<file path="config.mk">
export PLATFORM = sky130hd
export DESIGN_NAME = convEngine
export DESIGN_NICKNAME = d
export VERILOG_FILES = /design/src/verilog/convPkg.sv /design/src/verilog/layerDecode.sv /design/src/verilog/convWindowCtrl.sv /design/src/verilog/macLine.sv /design/src/verilog/resultWriter.sv /design/src/verilog/convEngine.sv
export VERILOG_INCLUDE_DIRS = /design/src /design/src/verilog
export SDC_FILE = /design/constraint.sdc
export NUM_CORES = 1
export LEC_CHECK = 0
export ABC_AREA = 0
export ABC_CLOCK_PERIOD_IN_PS = 21100
export BUFFER_PORTS_ARGS = -buffer_cell sky130_fd_sc_hd__clkbuf_2
export CORE_AREA = 2 2 277 279
export DETAILED_ROUTE_END_ITERATION = 10
export DIE_AREA = 0 0 279 281
export PLACE_DENSITY = 0.64
export REMOVE_ABC_BUFFERS = 1
export SYNTH_ARGS = -nofsm -noshare
export SYNTH_HDL_FRONTEND = slang
export SYNTH_HIERARCHICAL = 1
export SYNTH_SLANG_ARGS = --single-unit
</file>
<file path="constraint.sdc">
create_clock -name clk -period 21.1 [get_ports clk]
set_clock_uncertainty 0.1 [all_clocks]
set_input_delay 3.165 -clock clk [delete_from_list [all_inputs] [get_ports clk]]
set_output_delay 3.165 -clock clk [all_outputs]
set_load 0.02 [all_outputs]
</file>
<file path="src/verilog/conv_macros.svh">
`ifndef CONV_MACROS_SVH
`define CONV_MACROS_SVH

// word formats, signed Q8.8
`define DATA_WIDTH              16
`define FRAC_BITS               8
`define ACC_WIDTH               40
`define KERNEL                  3
`define KIDX_WIDTH              2     // holds 0 .. KERNEL-1
`define DIM_WIDTH               6     // sizes, depths and loop counts
`define LAYER_CODE_WIDTH        4

// external RAM address widths
`define LAYER_ADDR_WIDTH        10
`define WEIGHT_ADDR_WIDTH       6
`define BIAS_ADDR_WIDTH         2

// ping-pong layer regions
`define LAYER_RAM_START_INDEX_0 0
`define LAYER_RAM_START_INDEX_1 256

`define CONV1_FM                6
`define CONV1_FM_DEPTH          2
`define CONV1_KERNELS           2
`define CONV1_STRIDE            1
`define CONV1_WEIGHT_BASE       0
`define CONV1_BIAS_BASE         0

`define CONV2_FM                4
`define CONV2_FM_DEPTH          2
`define CONV2_KERNELS           2
`define CONV2_STRIDE            1
`define CONV2_WEIGHT_BASE       12    // after the 2*2*3 rows of conv1
`define CONV2_BIAS_BASE         2

// layer codes, pool and fc codes are left out
`define LAYER_IDLE              0
`define LAYER_CONV1             1
`define LAYER_CONV2             3

`endif

</file>
<file path="src/verilog/convPkg.sv">
`default_nettype none

`include "conv_macros.svh"

package convPkg;

    // per-layer setup, loaded on a layer change
    typedef struct packed {
        logic [`LAYER_ADDR_WIDTH-1:0]  inBase;
        logic [`LAYER_ADDR_WIDTH-1:0]  outBase;
        logic [`DIM_WIDTH-1:0]         fmSize;
        logic [`DIM_WIDTH-1:0]         depth;
        logic [`DIM_WIDTH-1:0]         kernels;
        logic [`DIM_WIDTH-1:0]         stride;
        logic [`DIM_WIDTH-1:0]         outSize;    // output edge
        logic [`WEIGHT_ADDR_WIDTH-1:0] weightBase;
        logic [`BIAS_ADDR_WIDTH-1:0]   biasBase;
    } layerCfg_t;

    // travels with each issued kernel element
    typedef struct packed {
        logic valid;
        logic first;    // first element of a pixel
        logic last;     // last element of a pixel
    } macTag_t;

    typedef struct packed {
        logic                          valid;
        logic signed [`ACC_WIDTH-1:0]  sum;
        logic signed [`DATA_WIDTH-1:0] bias;
    } macResult_t;

    // layer RAM write port
    typedef struct packed {
        logic                          en;
        logic [`LAYER_ADDR_WIDTH-1:0]  addr;
        logic [`DATA_WIDTH-1:0]        data;
    } layerWrite_t;

endpackage

`default_nettype wire

</file>
<file path="src/verilog/layerDecode.sv">
`timescale 1ns/10ps
`default_nettype none

`include "conv_macros.svh"

module layerDecode (
    input  wire                          clk,
    input  wire                          convRst,
    input  wire [`LAYER_CODE_WIDTH-1:0]  runLayer,
    output convPkg::layerCfg_t           cfg,
    output logic                         start
);

    logic [`LAYER_CODE_WIDTH-1:0] runLayerQ;
    logic [`LAYER_CODE_WIDTH-1:0] currentLayer;
    convPkg::layerCfg_t           nextCfg;
    logic                         supported;

    function automatic convPkg::layerCfg_t makeCfg(
        input int inBase,
        input int outBase,
        input int fmSize,
        input int depth,
        input int kernels,
        input int stride,
        input int weightBase,
        input int biasBase
    );
        convPkg::layerCfg_t c;
        c.inBase     = `LAYER_ADDR_WIDTH'(inBase);
        c.outBase    = `LAYER_ADDR_WIDTH'(outBase);
        c.fmSize     = `DIM_WIDTH'(fmSize);
        c.depth      = `DIM_WIDTH'(depth);
        c.kernels    = `DIM_WIDTH'(kernels);
        c.stride     = `DIM_WIDTH'(stride);
        c.outSize    = `DIM_WIDTH'((fmSize - `KERNEL) / stride + 1);  // valid windows only
        c.weightBase = `WEIGHT_ADDR_WIDTH'(weightBase);
        c.biasBase   = `BIAS_ADDR_WIDTH'(biasBase);
        return c;
    endfunction

    // conv1 reads region 0, conv2 reads region 1
    always_comb begin
        nextCfg   = '0;
        supported = 1'b0;
        case (runLayerQ)
            `LAYER_CODE_WIDTH'(`LAYER_CONV1): begin
                nextCfg = makeCfg(`LAYER_RAM_START_INDEX_0, `LAYER_RAM_START_INDEX_1,
                                  `CONV1_FM, `CONV1_FM_DEPTH, `CONV1_KERNELS, `CONV1_STRIDE,
                                  `CONV1_WEIGHT_BASE, `CONV1_BIAS_BASE);
                supported = 1'b1;
            end
            `LAYER_CODE_WIDTH'(`LAYER_CONV2): begin
                nextCfg = makeCfg(`LAYER_RAM_START_INDEX_1, `LAYER_RAM_START_INDEX_0,
                                  `CONV2_FM, `CONV2_FM_DEPTH, `CONV2_KERNELS, `CONV2_STRIDE,
                                  `CONV2_WEIGHT_BASE, `CONV2_BIAS_BASE);
                supported = 1'b1;
            end
            default: supported = 1'b0;  // idle, pool, fc
        endcase
    end

    always_ff @(posedge clk or posedge convRst) begin
        if (convRst) begin
            runLayerQ    <= `LAYER_CODE_WIDTH'(`LAYER_IDLE);
            currentLayer <= `LAYER_CODE_WIDTH'(`LAYER_IDLE);
            cfg          <= '0;
            start        <= 1'b0;
        end else begin
            runLayerQ <= runLayer;
            start     <= 1'b0;
            if (runLayerQ != currentLayer) begin
                currentLayer <= runLayerQ;
                if (supported) begin
                    cfg   <= nextCfg;
                    start <= 1'b1;
                end
            end
        end
    end

endmodule

`default_nettype wire

</file>
<file path="src/verilog/convWindowCtrl.sv">
`timescale 1ns/10ps
`default_nettype none

`include "conv_macros.svh"

module convWindowCtrl (
    input  wire                            clk,
    input  wire                            convRst,
    input  wire convPkg::layerCfg_t        cfg,
    input  wire                            start,
    output logic [`LAYER_ADDR_WIDTH-1:0]   layerReadAddr,
    output logic [`WEIGHT_ADDR_WIDTH-1:0]  weightReadAddr,
    output logic [`BIAS_ADDR_WIDTH-1:0]    biasReadAddr,
    output convPkg::macTag_t               issueTag,
    output logic [`KIDX_WIDTH-1:0]         weightCol,
    output logic                           issueDone
);

    logic                         active;
    logic                         issuing;

    // loop position, outermost first
    logic [`DIM_WIDTH-1:0]        kCnt, oyCnt, oxCnt, dCnt;
    logic [`KIDX_WIDTH-1:0]       kyCnt, kxCnt;
    logic [`DIM_WIDTH-1:0]        curK, curOy, curOx, curD;
    logic [`KIDX_WIDTH-1:0]       curKy, curKx;
    logic [`DIM_WIDTH-1:0]        nK, nOy, nOx, nD;
    logic [`KIDX_WIDTH-1:0]       nKy, nKx;

    logic                         kLast, oyLast, oxLast, dLast, kyLast, kxLast;
    logic                         wrapKy, wrapD, wrapOx, wrapOy, allDone;
    logic                         firstElem;

    logic [`LAYER_ADDR_WIDTH-1:0] inRow, inCol, planeOff;

    assign issuing = start | active;

    // start issues element zero in the same cycle
    assign curK  = start ? '0 : kCnt;
    assign curOy = start ? '0 : oyCnt;
    assign curOx = start ? '0 : oxCnt;
    assign curD  = start ? '0 : dCnt;
    assign curKy = start ? '0 : kyCnt;
    assign curKx = start ? '0 : kxCnt;

    assign kxLast = curKx == `KIDX_WIDTH'(`KERNEL - 1);
    assign kyLast = curKy == `KIDX_WIDTH'(`KERNEL - 1);
    assign dLast  = curD  == cfg.depth - 1'b1;
    assign oxLast = curOx == cfg.outSize - 1'b1;
    assign oyLast = curOy == cfg.outSize - 1'b1;
    assign kLast  = curK  == cfg.kernels - 1'b1;

    // carry chain
    assign wrapKy  = kxLast & kyLast;
    assign wrapD   = wrapKy & dLast;        // last element of the pixel
    assign wrapOx  = wrapD & oxLast;
    assign wrapOy  = wrapOx & oyLast;
    assign allDone = wrapOy & kLast;

    assign nKx = kxLast  ? '0 : curKx + 1'b1;
    assign nKy = !kxLast ? curKy : (kyLast ? '0 : curKy + 1'b1);
    assign nD  = !wrapKy ? curD  : (dLast  ? '0 : curD + 1'b1);
    assign nOx = !wrapD  ? curOx : (oxLast ? '0 : curOx + 1'b1);
    assign nOy = !wrapOx ? curOy : (oyLast ? '0 : curOy + 1'b1);
    assign nK  = !wrapOy ? curK  : (kLast  ? '0 : curK + 1'b1);

    assign firstElem = (curD == '0) && (curKy == '0) && (curKx == '0);

    //////////////////////////////////////////////////
    // read addresses
    //////////////////////////////////////////////////

    assign inRow    = `LAYER_ADDR_WIDTH'(curOy) * `LAYER_ADDR_WIDTH'(cfg.stride)
                    + `LAYER_ADDR_WIDTH'(curKy);
    assign inCol    = `LAYER_ADDR_WIDTH'(curOx) * `LAYER_ADDR_WIDTH'(cfg.stride)
                    + `LAYER_ADDR_WIDTH'(curKx);
    assign planeOff = `LAYER_ADDR_WIDTH'(curD) * `LAYER_ADDR_WIDTH'(cfg.fmSize)
                    * `LAYER_ADDR_WIDTH'(cfg.fmSize);

    always_ff @(posedge clk) begin
        layerReadAddr  <= cfg.inBase + planeOff + inRow * `LAYER_ADDR_WIDTH'(cfg.fmSize) + inCol;
        // one weight word per kernel row
        weightReadAddr <= cfg.weightBase
                        + `WEIGHT_ADDR_WIDTH'(curK) * `WEIGHT_ADDR_WIDTH'(cfg.depth)
                          * `WEIGHT_ADDR_WIDTH'(`KERNEL)
                        + `WEIGHT_ADDR_WIDTH'(curD) * `WEIGHT_ADDR_WIDTH'(`KERNEL)
                        + `WEIGHT_ADDR_WIDTH'(curKy);
        biasReadAddr   <= cfg.biasBase + `BIAS_ADDR_WIDTH'(curK);
        weightCol      <= curKx;
    end

    always_ff @(posedge clk or posedge convRst) begin
        if (convRst) begin
            active    <= 1'b0;
            issueDone <= 1'b0;
            issueTag  <= '0;
            kCnt      <= '0;
            oyCnt     <= '0;
            oxCnt     <= '0;
            dCnt      <= '0;
            kyCnt     <= '0;
            kxCnt     <= '0;
        end else begin
            issueTag <= '{valid: issuing, first: firstElem, last: wrapD};
            if (issuing) begin
                kCnt      <= nK;
                oyCnt     <= nOy;
                oxCnt     <= nOx;
                dCnt      <= nD;
                kyCnt     <= nKy;
                kxCnt     <= nKx;
                active    <= !allDone;
                issueDone <= allDone;   // held until the next start
            end
        end
    end

endmodule

`default_nettype wire

</file>
<file path="src/verilog/macLine.sv">
`timescale 1ns/10ps
`default_nettype none

`include "conv_macros.svh"

module macLine (
    input  wire                                        clk,
    input  wire                                        convRst,
    input  wire convPkg::macTag_t                      issueTag,
    input  wire [`KIDX_WIDTH-1:0]                      weightCol,
    input  wire signed [`DATA_WIDTH-1:0]               readFM,
    input  wire [`KERNEL-1:0][`DATA_WIDTH-1:0]         readWeight,   // column 0 in low bits
    input  wire signed [`DATA_WIDTH-1:0]               readBias,
    output convPkg::macResult_t                        macOut
);

    convPkg::macTag_t                tagD1, tagD2;
    logic [`KIDX_WIDTH-1:0]          colD1;
    logic signed [2*`DATA_WIDTH-1:0] product;
    logic signed [`ACC_WIDTH-1:0]    prodExt;
    logic signed [`ACC_WIDTH-1:0]    acc;
    logic signed [`ACC_WIDTH-1:0]    sumNext;
    logic signed [`DATA_WIDTH-1:0]   biasHold;

    // tag meets the returned RAM words here
    always_ff @(posedge clk or posedge convRst) begin
        if (convRst) begin
            tagD1 <= '0;
            tagD2 <= '0;
        end else begin
            tagD1 <= issueTag;
            tagD2 <= tagD1;
        end
    end

    always_ff @(posedge clk) begin
        colD1   <= weightCol;
        product <= (2*`DATA_WIDTH)'(readFM)
                 * (2*`DATA_WIDTH)'($signed(readWeight[colD1]));
        if (tagD1.valid && tagD1.first) begin
            biasHold <= readBias;   // one bias per pixel
        end
    end

    assign prodExt = `ACC_WIDTH'(product);
    assign sumNext = tagD2.first ? prodExt : acc + prodExt;

    always_ff @(posedge clk) begin
        if (tagD2.valid) begin
            acc <= sumNext;
        end
    end

    // emitted with the last element, next pixel may already be in flight
    always_ff @(posedge clk or posedge convRst) begin
        if (convRst) begin
            macOut <= '0;
        end else begin
            macOut <= '{valid: tagD2.valid & tagD2.last, sum: sumNext, bias: biasHold};
        end
    end

endmodule

`default_nettype wire

</file>
<file path="src/verilog/resultWriter.sv">
`timescale 1ns/10ps
`default_nettype none

`include "conv_macros.svh"

module resultWriter (
    input  wire                       clk,
    input  wire                       convRst,
    input  wire convPkg::layerCfg_t   cfg,
    input  wire                       start,
    input  wire                       issueDone,
    input  wire convPkg::macResult_t  macOut,
    output convPkg::layerWrite_t      writeLayer,
    output logic                      convStatus
);

    logic signed [`ACC_WIDTH-1:0]  shifted;
    logic signed [`ACC_WIDTH-1:0]  biased;
    logic [`DATA_WIDTH-1:0]        satVal;
    logic [`DATA_WIDTH-1:0]        reluVal;
    logic [`LAYER_ADDR_WIDTH-1:0]  wrCount;
    logic [`LAYER_ADDR_WIDTH-1:0]  total;

    // truncating round, back to Q8.8
    assign shifted = $signed(macOut.sum) >>> `FRAC_BITS;
    assign biased  = shifted + `ACC_WIDTH'($signed(macOut.bias));

    always_comb begin
        if (!biased[`ACC_WIDTH-1] && |biased[`ACC_WIDTH-2:`DATA_WIDTH-1]) begin
            satVal = {1'b0, {(`DATA_WIDTH-1){1'b1}}};           // 32767
        end else if (biased[`ACC_WIDTH-1] && !(&biased[`ACC_WIDTH-2:`DATA_WIDTH-1])) begin
            satVal = {1'b1, {(`DATA_WIDTH-1){1'b0}}};           // -32768
        end else begin
            satVal = biased[`DATA_WIDTH-1:0];
        end
    end

    assign reluVal = satVal[`DATA_WIDTH-1] ? '0 : satVal;  // relu

    assign total = `LAYER_ADDR_WIDTH'(cfg.kernels) * `LAYER_ADDR_WIDTH'(cfg.outSize)
                 * `LAYER_ADDR_WIDTH'(cfg.outSize);

    // pixels arrive in kernel, row, column order so the offset is the count
    always_ff @(posedge clk or posedge convRst) begin
        if (convRst) begin
            writeLayer <= '0;
            wrCount    <= '0;
            convStatus <= 1'b0;
        end else begin
            writeLayer.en <= macOut.valid;
            if (macOut.valid) begin
                writeLayer.addr <= cfg.outBase + wrCount;
                writeLayer.data <= reluVal;
            end
            if (start) begin
                wrCount    <= '0;
                convStatus <= 1'b0;
            end else begin
                if (macOut.valid) begin
                    wrCount <= wrCount + 1'b1;
                end
                if (issueDone && wrCount == total) begin
                    convStatus <= 1'b1;
                end
            end
        end
    end

endmodule

`default_nettype wire

</file>
<file path="src/verilog/convEngine.sv">
`timescale 1ns/10ps
`default_nettype none

`include "conv_macros.svh"

module convEngine (
    input  wire                              clk,
    input  wire                              convRst,
    input  wire [`LAYER_CODE_WIDTH-1:0]      runLayer,
    input  wire [`DATA_WIDTH-1:0]            readFM,
    input  wire [`KERNEL*`DATA_WIDTH-1:0]    readWeight,   // one kernel row
    input  wire [`DATA_WIDTH-1:0]            readBias,
    output logic [`LAYER_ADDR_WIDTH-1:0]     layerReadAddr,
    output logic [`WEIGHT_ADDR_WIDTH-1:0]    weightReadAddr,
    output logic [`BIAS_ADDR_WIDTH-1:0]      biasReadAddr,
    output convPkg::layerWrite_t             writeLayer,
    output logic                             convStatus
);

    convPkg::layerCfg_t     cfg;
    logic                   start;
    convPkg::macTag_t       issueTag;
    logic [`KIDX_WIDTH-1:0] weightCol;
    logic                   issueDone;
    convPkg::macResult_t    macOut;

    //////////////////////////////////////////////////
    // decode
    //////////////////////////////////////////////////

    layerDecode u_layerDecode (
        .clk      (clk),
        .convRst  (convRst),
        .runLayer (runLayer),
        .cfg      (cfg),
        .start    (start)
    );

    //////////////////////////////////////////////////
    // execute
    //////////////////////////////////////////////////

    convWindowCtrl u_convWindowCtrl (
        .clk            (clk),
        .convRst        (convRst),
        .cfg            (cfg),
        .start          (start),
        .layerReadAddr  (layerReadAddr),
        .weightReadAddr (weightReadAddr),
        .biasReadAddr   (biasReadAddr),
        .issueTag       (issueTag),
        .weightCol      (weightCol),
        .issueDone      (issueDone)
    );

    macLine u_macLine (
        .clk        (clk),
        .convRst    (convRst),
        .issueTag   (issueTag),
        .weightCol  (weightCol),
        .readFM     (readFM),
        .readWeight (readWeight),
        .readBias   (readBias),
        .macOut     (macOut)
    );

    //////////////////////////////////////////////////
    // result
    //////////////////////////////////////////////////

    resultWriter u_resultWriter (
        .clk        (clk),
        .convRst    (convRst),
        .cfg        (cfg),
        .start      (start),
        .issueDone  (issueDone),
        .macOut     (macOut),
        .writeLayer (writeLayer),
        .convStatus (convStatus)
    );

endmodule

`default_nettype wire

</file>
==> results_dict.tcl, run 1 <==
set metrics [dict create \
    die_h_um 281 \
    place_hpwl_mm 60.13 \
    postSynthAreaPerCell_um2 9.184 \
    timing_worst_slew_pin_value_ns 1.220 \
    seq_area_mm2 0.006193 \
    wl_per_cell_um 16.09 \
    finalCriticalPeriod_ns 9.141 \
    netlist_instances 3643 \
    grt_antenna_before_repair 1 \
    average_vias_per_placed_instance 5.163 \
    timing.hold.worst.class "flop to flop" \
    crit_buf_inv 9 \
    rows 101 \
    grt_util_all_layers_pct 20.11 \
    cts_tree "yes" \
    multi_input_comb_area_mm2 0.02422 \
    drt_first_iter_violations 1562 \
    critical_path.max_stage_delay_ns 0.56 \
    area_growth_syn_to_fin_pct 6.694 \
    cpMaxStageDelayCell "fa_1" \
    antenna-diode-count 0 \
    critPathTopFamily "adder cells" \
    timing.fmax_mhz 109.4 \
    worst_ep_arrival_time_ns 9.48 \
    remaining_drc_errors 0 \
    grt_pass1_wl_mm 130.4 \
    die_w_um 279 \
    cp_max_fo 57 \
    clock_tree.htree_level_count 1 \
    maximum_number_of_pins_on_one_net_before_global_route_repair 65 \
    finalHoldViolations 0 \
    finalWeightedCongestion 0.8703 \
    worstSkewPairLatency_ns 0.57 \
    drive_gt1_share_pct 7.440 \
    coreArea_mm2 0.07544 \
    ctsLongestPathBuffers 3 \
    numPortBuffers 130 \
    clock-sinks 247 \
    vias_in_the_first_global_route 25390 \
    post_cts_repair_resize_count 0 \
    clk_transition_reported_paths_ns 0.07 \
    outcome "finished clean" \
    maxCapViolCount 0 \
    setup_tns_ns 0 \
    die-area_mm2 0.07840 \
    detailedRoute.firstPassIterationCount 5 \
    post_cts_hold_buffer_count 0 \
    synth.yosys.warnings 6 \
    cts_made_buffers 26 \
    finish.utilization_pct 47.31 \
    finalNetCount 4515 \
    relSlewSlack_pct 18.41 \
    fillers 7142 \
    critical_path_class "flop to flop" \
    worst-endpoint-required_ns 21.44 \
    floorplan.initialDensity_pct 44.35 \
    synth.cell_area_mm2 0.03346 \
    drv_slew 0 \
    holdWs_ns 0.2332 \
    min_period_over_period_pct 43.32 \
    finalWirelength_mm 75.66 \
    crit_path_start_kind "flop" \
    drtAntennaViolNets 0 \
    via_count 24270 \
    post-cts-setup-buffer-count 0 \
    setup-violations-final 0 \
    root_buffer "clkbuf_16" \
    crit_path_end_kind "flop" \
    rsz0062_at_grt "false" \
    grt_overflow 0 \
    num_io_pins 132 \
]
[through the flow]
step	std cells	setup slack, ns	instance area (µm²)
CTS	4701	11.92	35700
floorplan	3501	11.64	32600
finish	4701	11.96	35700
detailed placement	4653	11.50	34810
global placement	4653	11.59	34810
global route	4701	11.46	35700
[path summary, 6_finish.rpt]
| kind | from | end | slack (ns) | cells past startpoint |
|---|---|---|---|---|
| min reg2reg | u_convWindowCtrl/weightCol[1] | u_macLine/colD1[1] | 0.23 | 0 |
| min in group asynchronous | convRst | u_convWindowCtrl/issueTag[1] | 2.48 | 2 |
| max in group asynchronous | convRst | u_macLine/macOut[1] | 17.67 | 3 |
| max | u_layerDecode/start | u_convWindowCtrl/layerReadAddr[9] | 11.96 | 31 |
| max reg2reg | u_layerDecode/start | u_convWindowCtrl/layerReadAddr[9] | 11.96 | 31 |
| min | u_convWindowCtrl/weightCol[1] | u_macLine/colD1[1] | 0.23 | 0 |
[registers in the layout, indices dropped and copies added, names as in the netlist, 2 cells and up]
register	flops
u_macLine/macOut	49
u_macLine/acc	40
u_macLine/product	32
u_resultWriter/writeLayer	26
u_macLine/biasHold	16
u_convWindowCtrl/layerReadAddr	10
u_resultWriter/wrCount	10
u_convWindowCtrl/dCnt	6
u_convWindowCtrl/kCnt	6
u_convWindowCtrl/oxCnt	6
u_convWindowCtrl/oyCnt	6
u_convWindowCtrl/weightReadAddr	6
u_layerDecode/currentLayer	4
u_layerDecode/runLayerQ	4
u_convWindowCtrl/issueTag	3
u_layerDecode/cfg	3
u_macLine/tagD1	3
u_macLine/tagD2	3
u_convWindowCtrl/biasReadAddr	2
u_convWindowCtrl/kxCnt	2
u_convWindowCtrl/kyCnt	2
u_convWindowCtrl/weightCol	2
u_macLine/colD1	2
[cells in the final DEF (no fill, tap or decap), types with 23 or more instances in the layout]
cell type,count
edfxtp_1,56
and3_1,26
o21a_1,25
nor2b_1,62
nor2_1,156
nand2b_1,27
buf_4,44
dfrtp_1,135
a21o_1,46
nand4_1,23
xor2_1,53
fa_1,447
clkbuf_2,130
clkbuf_16,26
dfxtp_1,54
inv_1,581
o21ai_1,30
xnor2_1,157
conb_1,48
ha_1,279
and2_1,253
nand3_1,34
nor3_1,32
a21oi_1,125
mux2i_1,25
o21ai_0,104
nand2_1,402
[routing by layer]
metal | up-vias | wire, µm | track usage (%)
li1 | 11760 | - | -
met1 | 11990 | 37200 | 29.33
met2 | 476 | 34150 | 32.75
met3 | 52 | 3506 | 2.477
met4 | 0 | 799 | 2.909
met5 | - | 0 | 0
[cell type report]
type | count | area share [%]
timing repair buffer | 174 | 2.748
sequential | 247 | 17.35
clock inverter | 16 | 0.5994
multi-input combinational | 2670 | 67.85
clock buffer | 32 | 1.886
tap | 978 | 3.428
inverter | 584 | 6.141
Power of run 1 is not shown: default switching activity piles up to over one toggle a cycle in this logic, so the estimate is an artifact.
==> inputs of run 2 (changes only) <==
--- a/config.mk
+++ b/config.mk
@@ -7,12 +7,12 @@
 export NUM_CORES = 1
 export LEC_CHECK = 0
 export ABC_AREA = 0
-export ABC_CLOCK_PERIOD_IN_PS = 21100
+export ABC_CLOCK_PERIOD_IN_PS = 8100
 export BUFFER_PORTS_ARGS = -buffer_cell sky130_fd_sc_hd__clkbuf_2
 export CORE_AREA = 2 2 277 279
 export DETAILED_ROUTE_END_ITERATION = 10
 export DIE_AREA = 0 0 279 281
-export PLACE_DENSITY = 0.64
+export PLACE_DENSITY = 0.66
 export REMOVE_ABC_BUFFERS = 1
 export SYNTH_ARGS = -nofsm -noshare
 export SYNTH_HDL_FRONTEND = slang
==> constraint.sdc (replaced) <==
create_clock -name clk -period 8.1 [get_ports clk]
set_clock_uncertainty 0.1 [all_clocks]
set_input_delay 1.215 -clock clk [delete_from_list [all_inputs] [get_ports clk]]
set_output_delay 1.215 -clock clk [all_outputs]
set_load 0.02 [all_outputs]
==> results_dict.tcl, run 2 (same netlist as run 1, synthesis figures left out) <==
set metrics [dict create \
    remaining_drc_errors 0 \
    finalCriticalPeriod_ns 7.929 \
    crit_buf_inv 9 \
    max_flop_register "u_macLine/macOut" \
    wl_per_cell_um 15.89 \
    setup-violations-final 0 \
    cpMaxStageDelayCell "fa_1" \
    numPortBuffers 130 \
    rrSetupSlack_ns 0.17 \
    rsz0062_at_grt "true" \
    vias_in_the_first_global_route 25170 \
    root_buffer "clkbuf_16" \
    place_hpwl_mm 60.30 \
    ctsLongestPathBuffers 3 \
    placedInstanceArea_mm2 0.03515 \
    timing.hold.worst.class "flop to flop" \
    finish.cell_count_without_fillers 4760 \
    post_cts_hold_buffer_count 0 \
    finalNetCount 4572 \
    worst_ep_arrival_time_ns 8.27 \
    most-common-layout-cells "inv_1 (573), fa_1 (442), nand2_1 (399)" \
    grt_pass1_wl_mm 127.0 \
    drt_first_iter_violations 1423 \
    place.detailed.instances 4697 \
    relSlewSlack_pct 23.57 \
    average_vias_per_placed_instance 5.169 \
    clock-sinks 247 \
    drive_gt1_share_pct 10.31 \
    largest_reg_flops 49 \
    worst_r2r_endpoint "u_convWindowCtrl/layerReadAddr[9]" \
    timing_worst_slew_pin_value_ns 1.143 \
    critical_path.max_stage_delay_ns 0.56 \
    r2r_cells 31 \
    finalWeightedCongestion 0.8682 \
    layout.cell_area.non_filler_mm2 0.03652 \
    drtAntennaViolNets 0 \
    via_count 24600 \
    rows 101 \
    detailedPlace.worstSlack_ns -0.1982 \
    grt_util_all_layers_pct 19.62 \
    maxCapViolCount 0 \
    timing.hold.worst.start "u_convWindowCtrl/weightCol[1]" \
    cts_tree "yes" \
    grt_antenna_before_repair 2 \
    timing.critical_path.from "u_layerDecode/start" \
    critPathTopFamily "adder cells" \
    die-area_mm2 0.07840 \
    grt_overflow 0 \
    antenna-diode-count 0 \
    coreArea_mm2 0.07544 \
    crit_path_start_kind "flop" \
    die_h_um 281 \
    reg.largest.list "u_macLine/macOut: 49 flops, u_macLine/acc: 40 flops, u_macLine/product: 32 flops" \
    holdPathStages 0 \
    crit_path_end_kind "flop" \
    drv_slew 0 \
    floorplan.initialDensity_pct 44.35 \
    cts_made_buffers 28 \
    timing.fmax_mhz 126.1 \
    cpMostUsedCell "fa_1" \
    clk_transition_reported_paths_ns 0.06 \
    maximum_number_of_pins_on_one_net_before_global_route_repair 65 \
    clock_tree.htree_level_count 1 \
    timing.final.ws_setup_ns 0.1712 \
    num_io_pins 132 \
    cp_max_fo 6 \
    worstSkewPairLatency_ns 0.58 \
    whs_endpoint "u_macLine/colD1[1]" \
    critical_path_class "flop to flop" \
    critical_path.reg2reg.startpoint "u_layerDecode/start" \
    die_w_um 279 \
    finalHoldViolations 0 \
    layout.cells.most_common "inv_1" \
    min_period_over_period_pct 97.89 \
    holdWs_ns 0.2374 \
    detailedRoute.firstPassIterationCount 5 \
    finalWirelength_mm 75.62 \
    worst-endpoint-required_ns 8.44 \
    outcome "finished clean" \
    area_growth_syn_to_fin_pct 9.163 \
]
## run 2: cell count changes in the layout (fill, tap and decap cells not counted), moves of 5 or more
cell | before | now
nor2b_1 | 62 | 55
nor2b_4 | 0 | 5
xnor2_2 | 0 | 5
ha_1 | 279 | 273
ha_4 | 0 | 6
buf_4 | 44 | 93
fa_2 | 0 | 5
fa_1 | 447 | 442
inv_2 | 1 | 8
inv_1 | 581 | 573
xnor2_1 | 157 | 152
## run 2: final cells by class
class                      count  area (µm²)
tap                          978        1224
clock buffer                  33       739.5
fill                        7108       38920
multi-input combinational   2670       24480
timing repair buffer         229        1456
inverter                     584        2192
sequential                   247        6193
clock inverter                19       234.0
## run 2: per-stage QoR
step	setup TNS (ns)	utilization, %
2_1_floorplan	-0.9488	-
3_3_place_gp	-0.1527	46.59
3_5_place_dp	-0.1982	46.59
4_1_cts	0	47.94
5_1_grt	-0.1227	48.41
6_report	0	48.41
## run 2: worst max path at each step
stage               slack, ns  cells after the start                                end
floorplan               -0.95                     25  u_convWindowCtrl/layerReadAddr[9]
global placement        -0.15                     24  u_convWindowCtrl/layerReadAddr[9]
detailed placement      -0.20                     24  u_convWindowCtrl/layerReadAddr[9]
CTS                      0.05                     29  u_convWindowCtrl/layerReadAddr[9]
global route            -0.12                     30  u_convWindowCtrl/layerReadAddr[9]
finish                   0.17                     31  u_convWindowCtrl/layerReadAddr[9]
## run 2: layer usage
metal / up-vias / GRT usage, % / wire length (µm)
met5: - / 0 / 0
met4: 0 / 3.805 / 1200
met3: 66 / 2.544 / 3902
met2: 517 / 32.33 / 34690
met1: 12140 / 27.83 / 35820
li1: 11880 / - / -
## run 2: worst reg2reg max path, delay by kind of cell (launching register included)
family | cells | cell delay, ns
flops | 1 | 0.51
xor+xnor | 3 | 0.78
fa+ha+maj | 11 | 4.50
compound gates | 3 | 0.72
buf+inv | 9 | 0.64
simple gates | 5 | 0.53
## run 2: timing repair
action / 4_1_cts / 5_1_grt
pin swaps: 6 / 40
endpoints found under the hold margin: 0 / 0
setup endpoints to repair: 1 / 1
buffers inserted: 1 / 9
cloned: 0 / 1
gates resized for setup: 9 / 55
Power of run 2 is left out for the same reason.
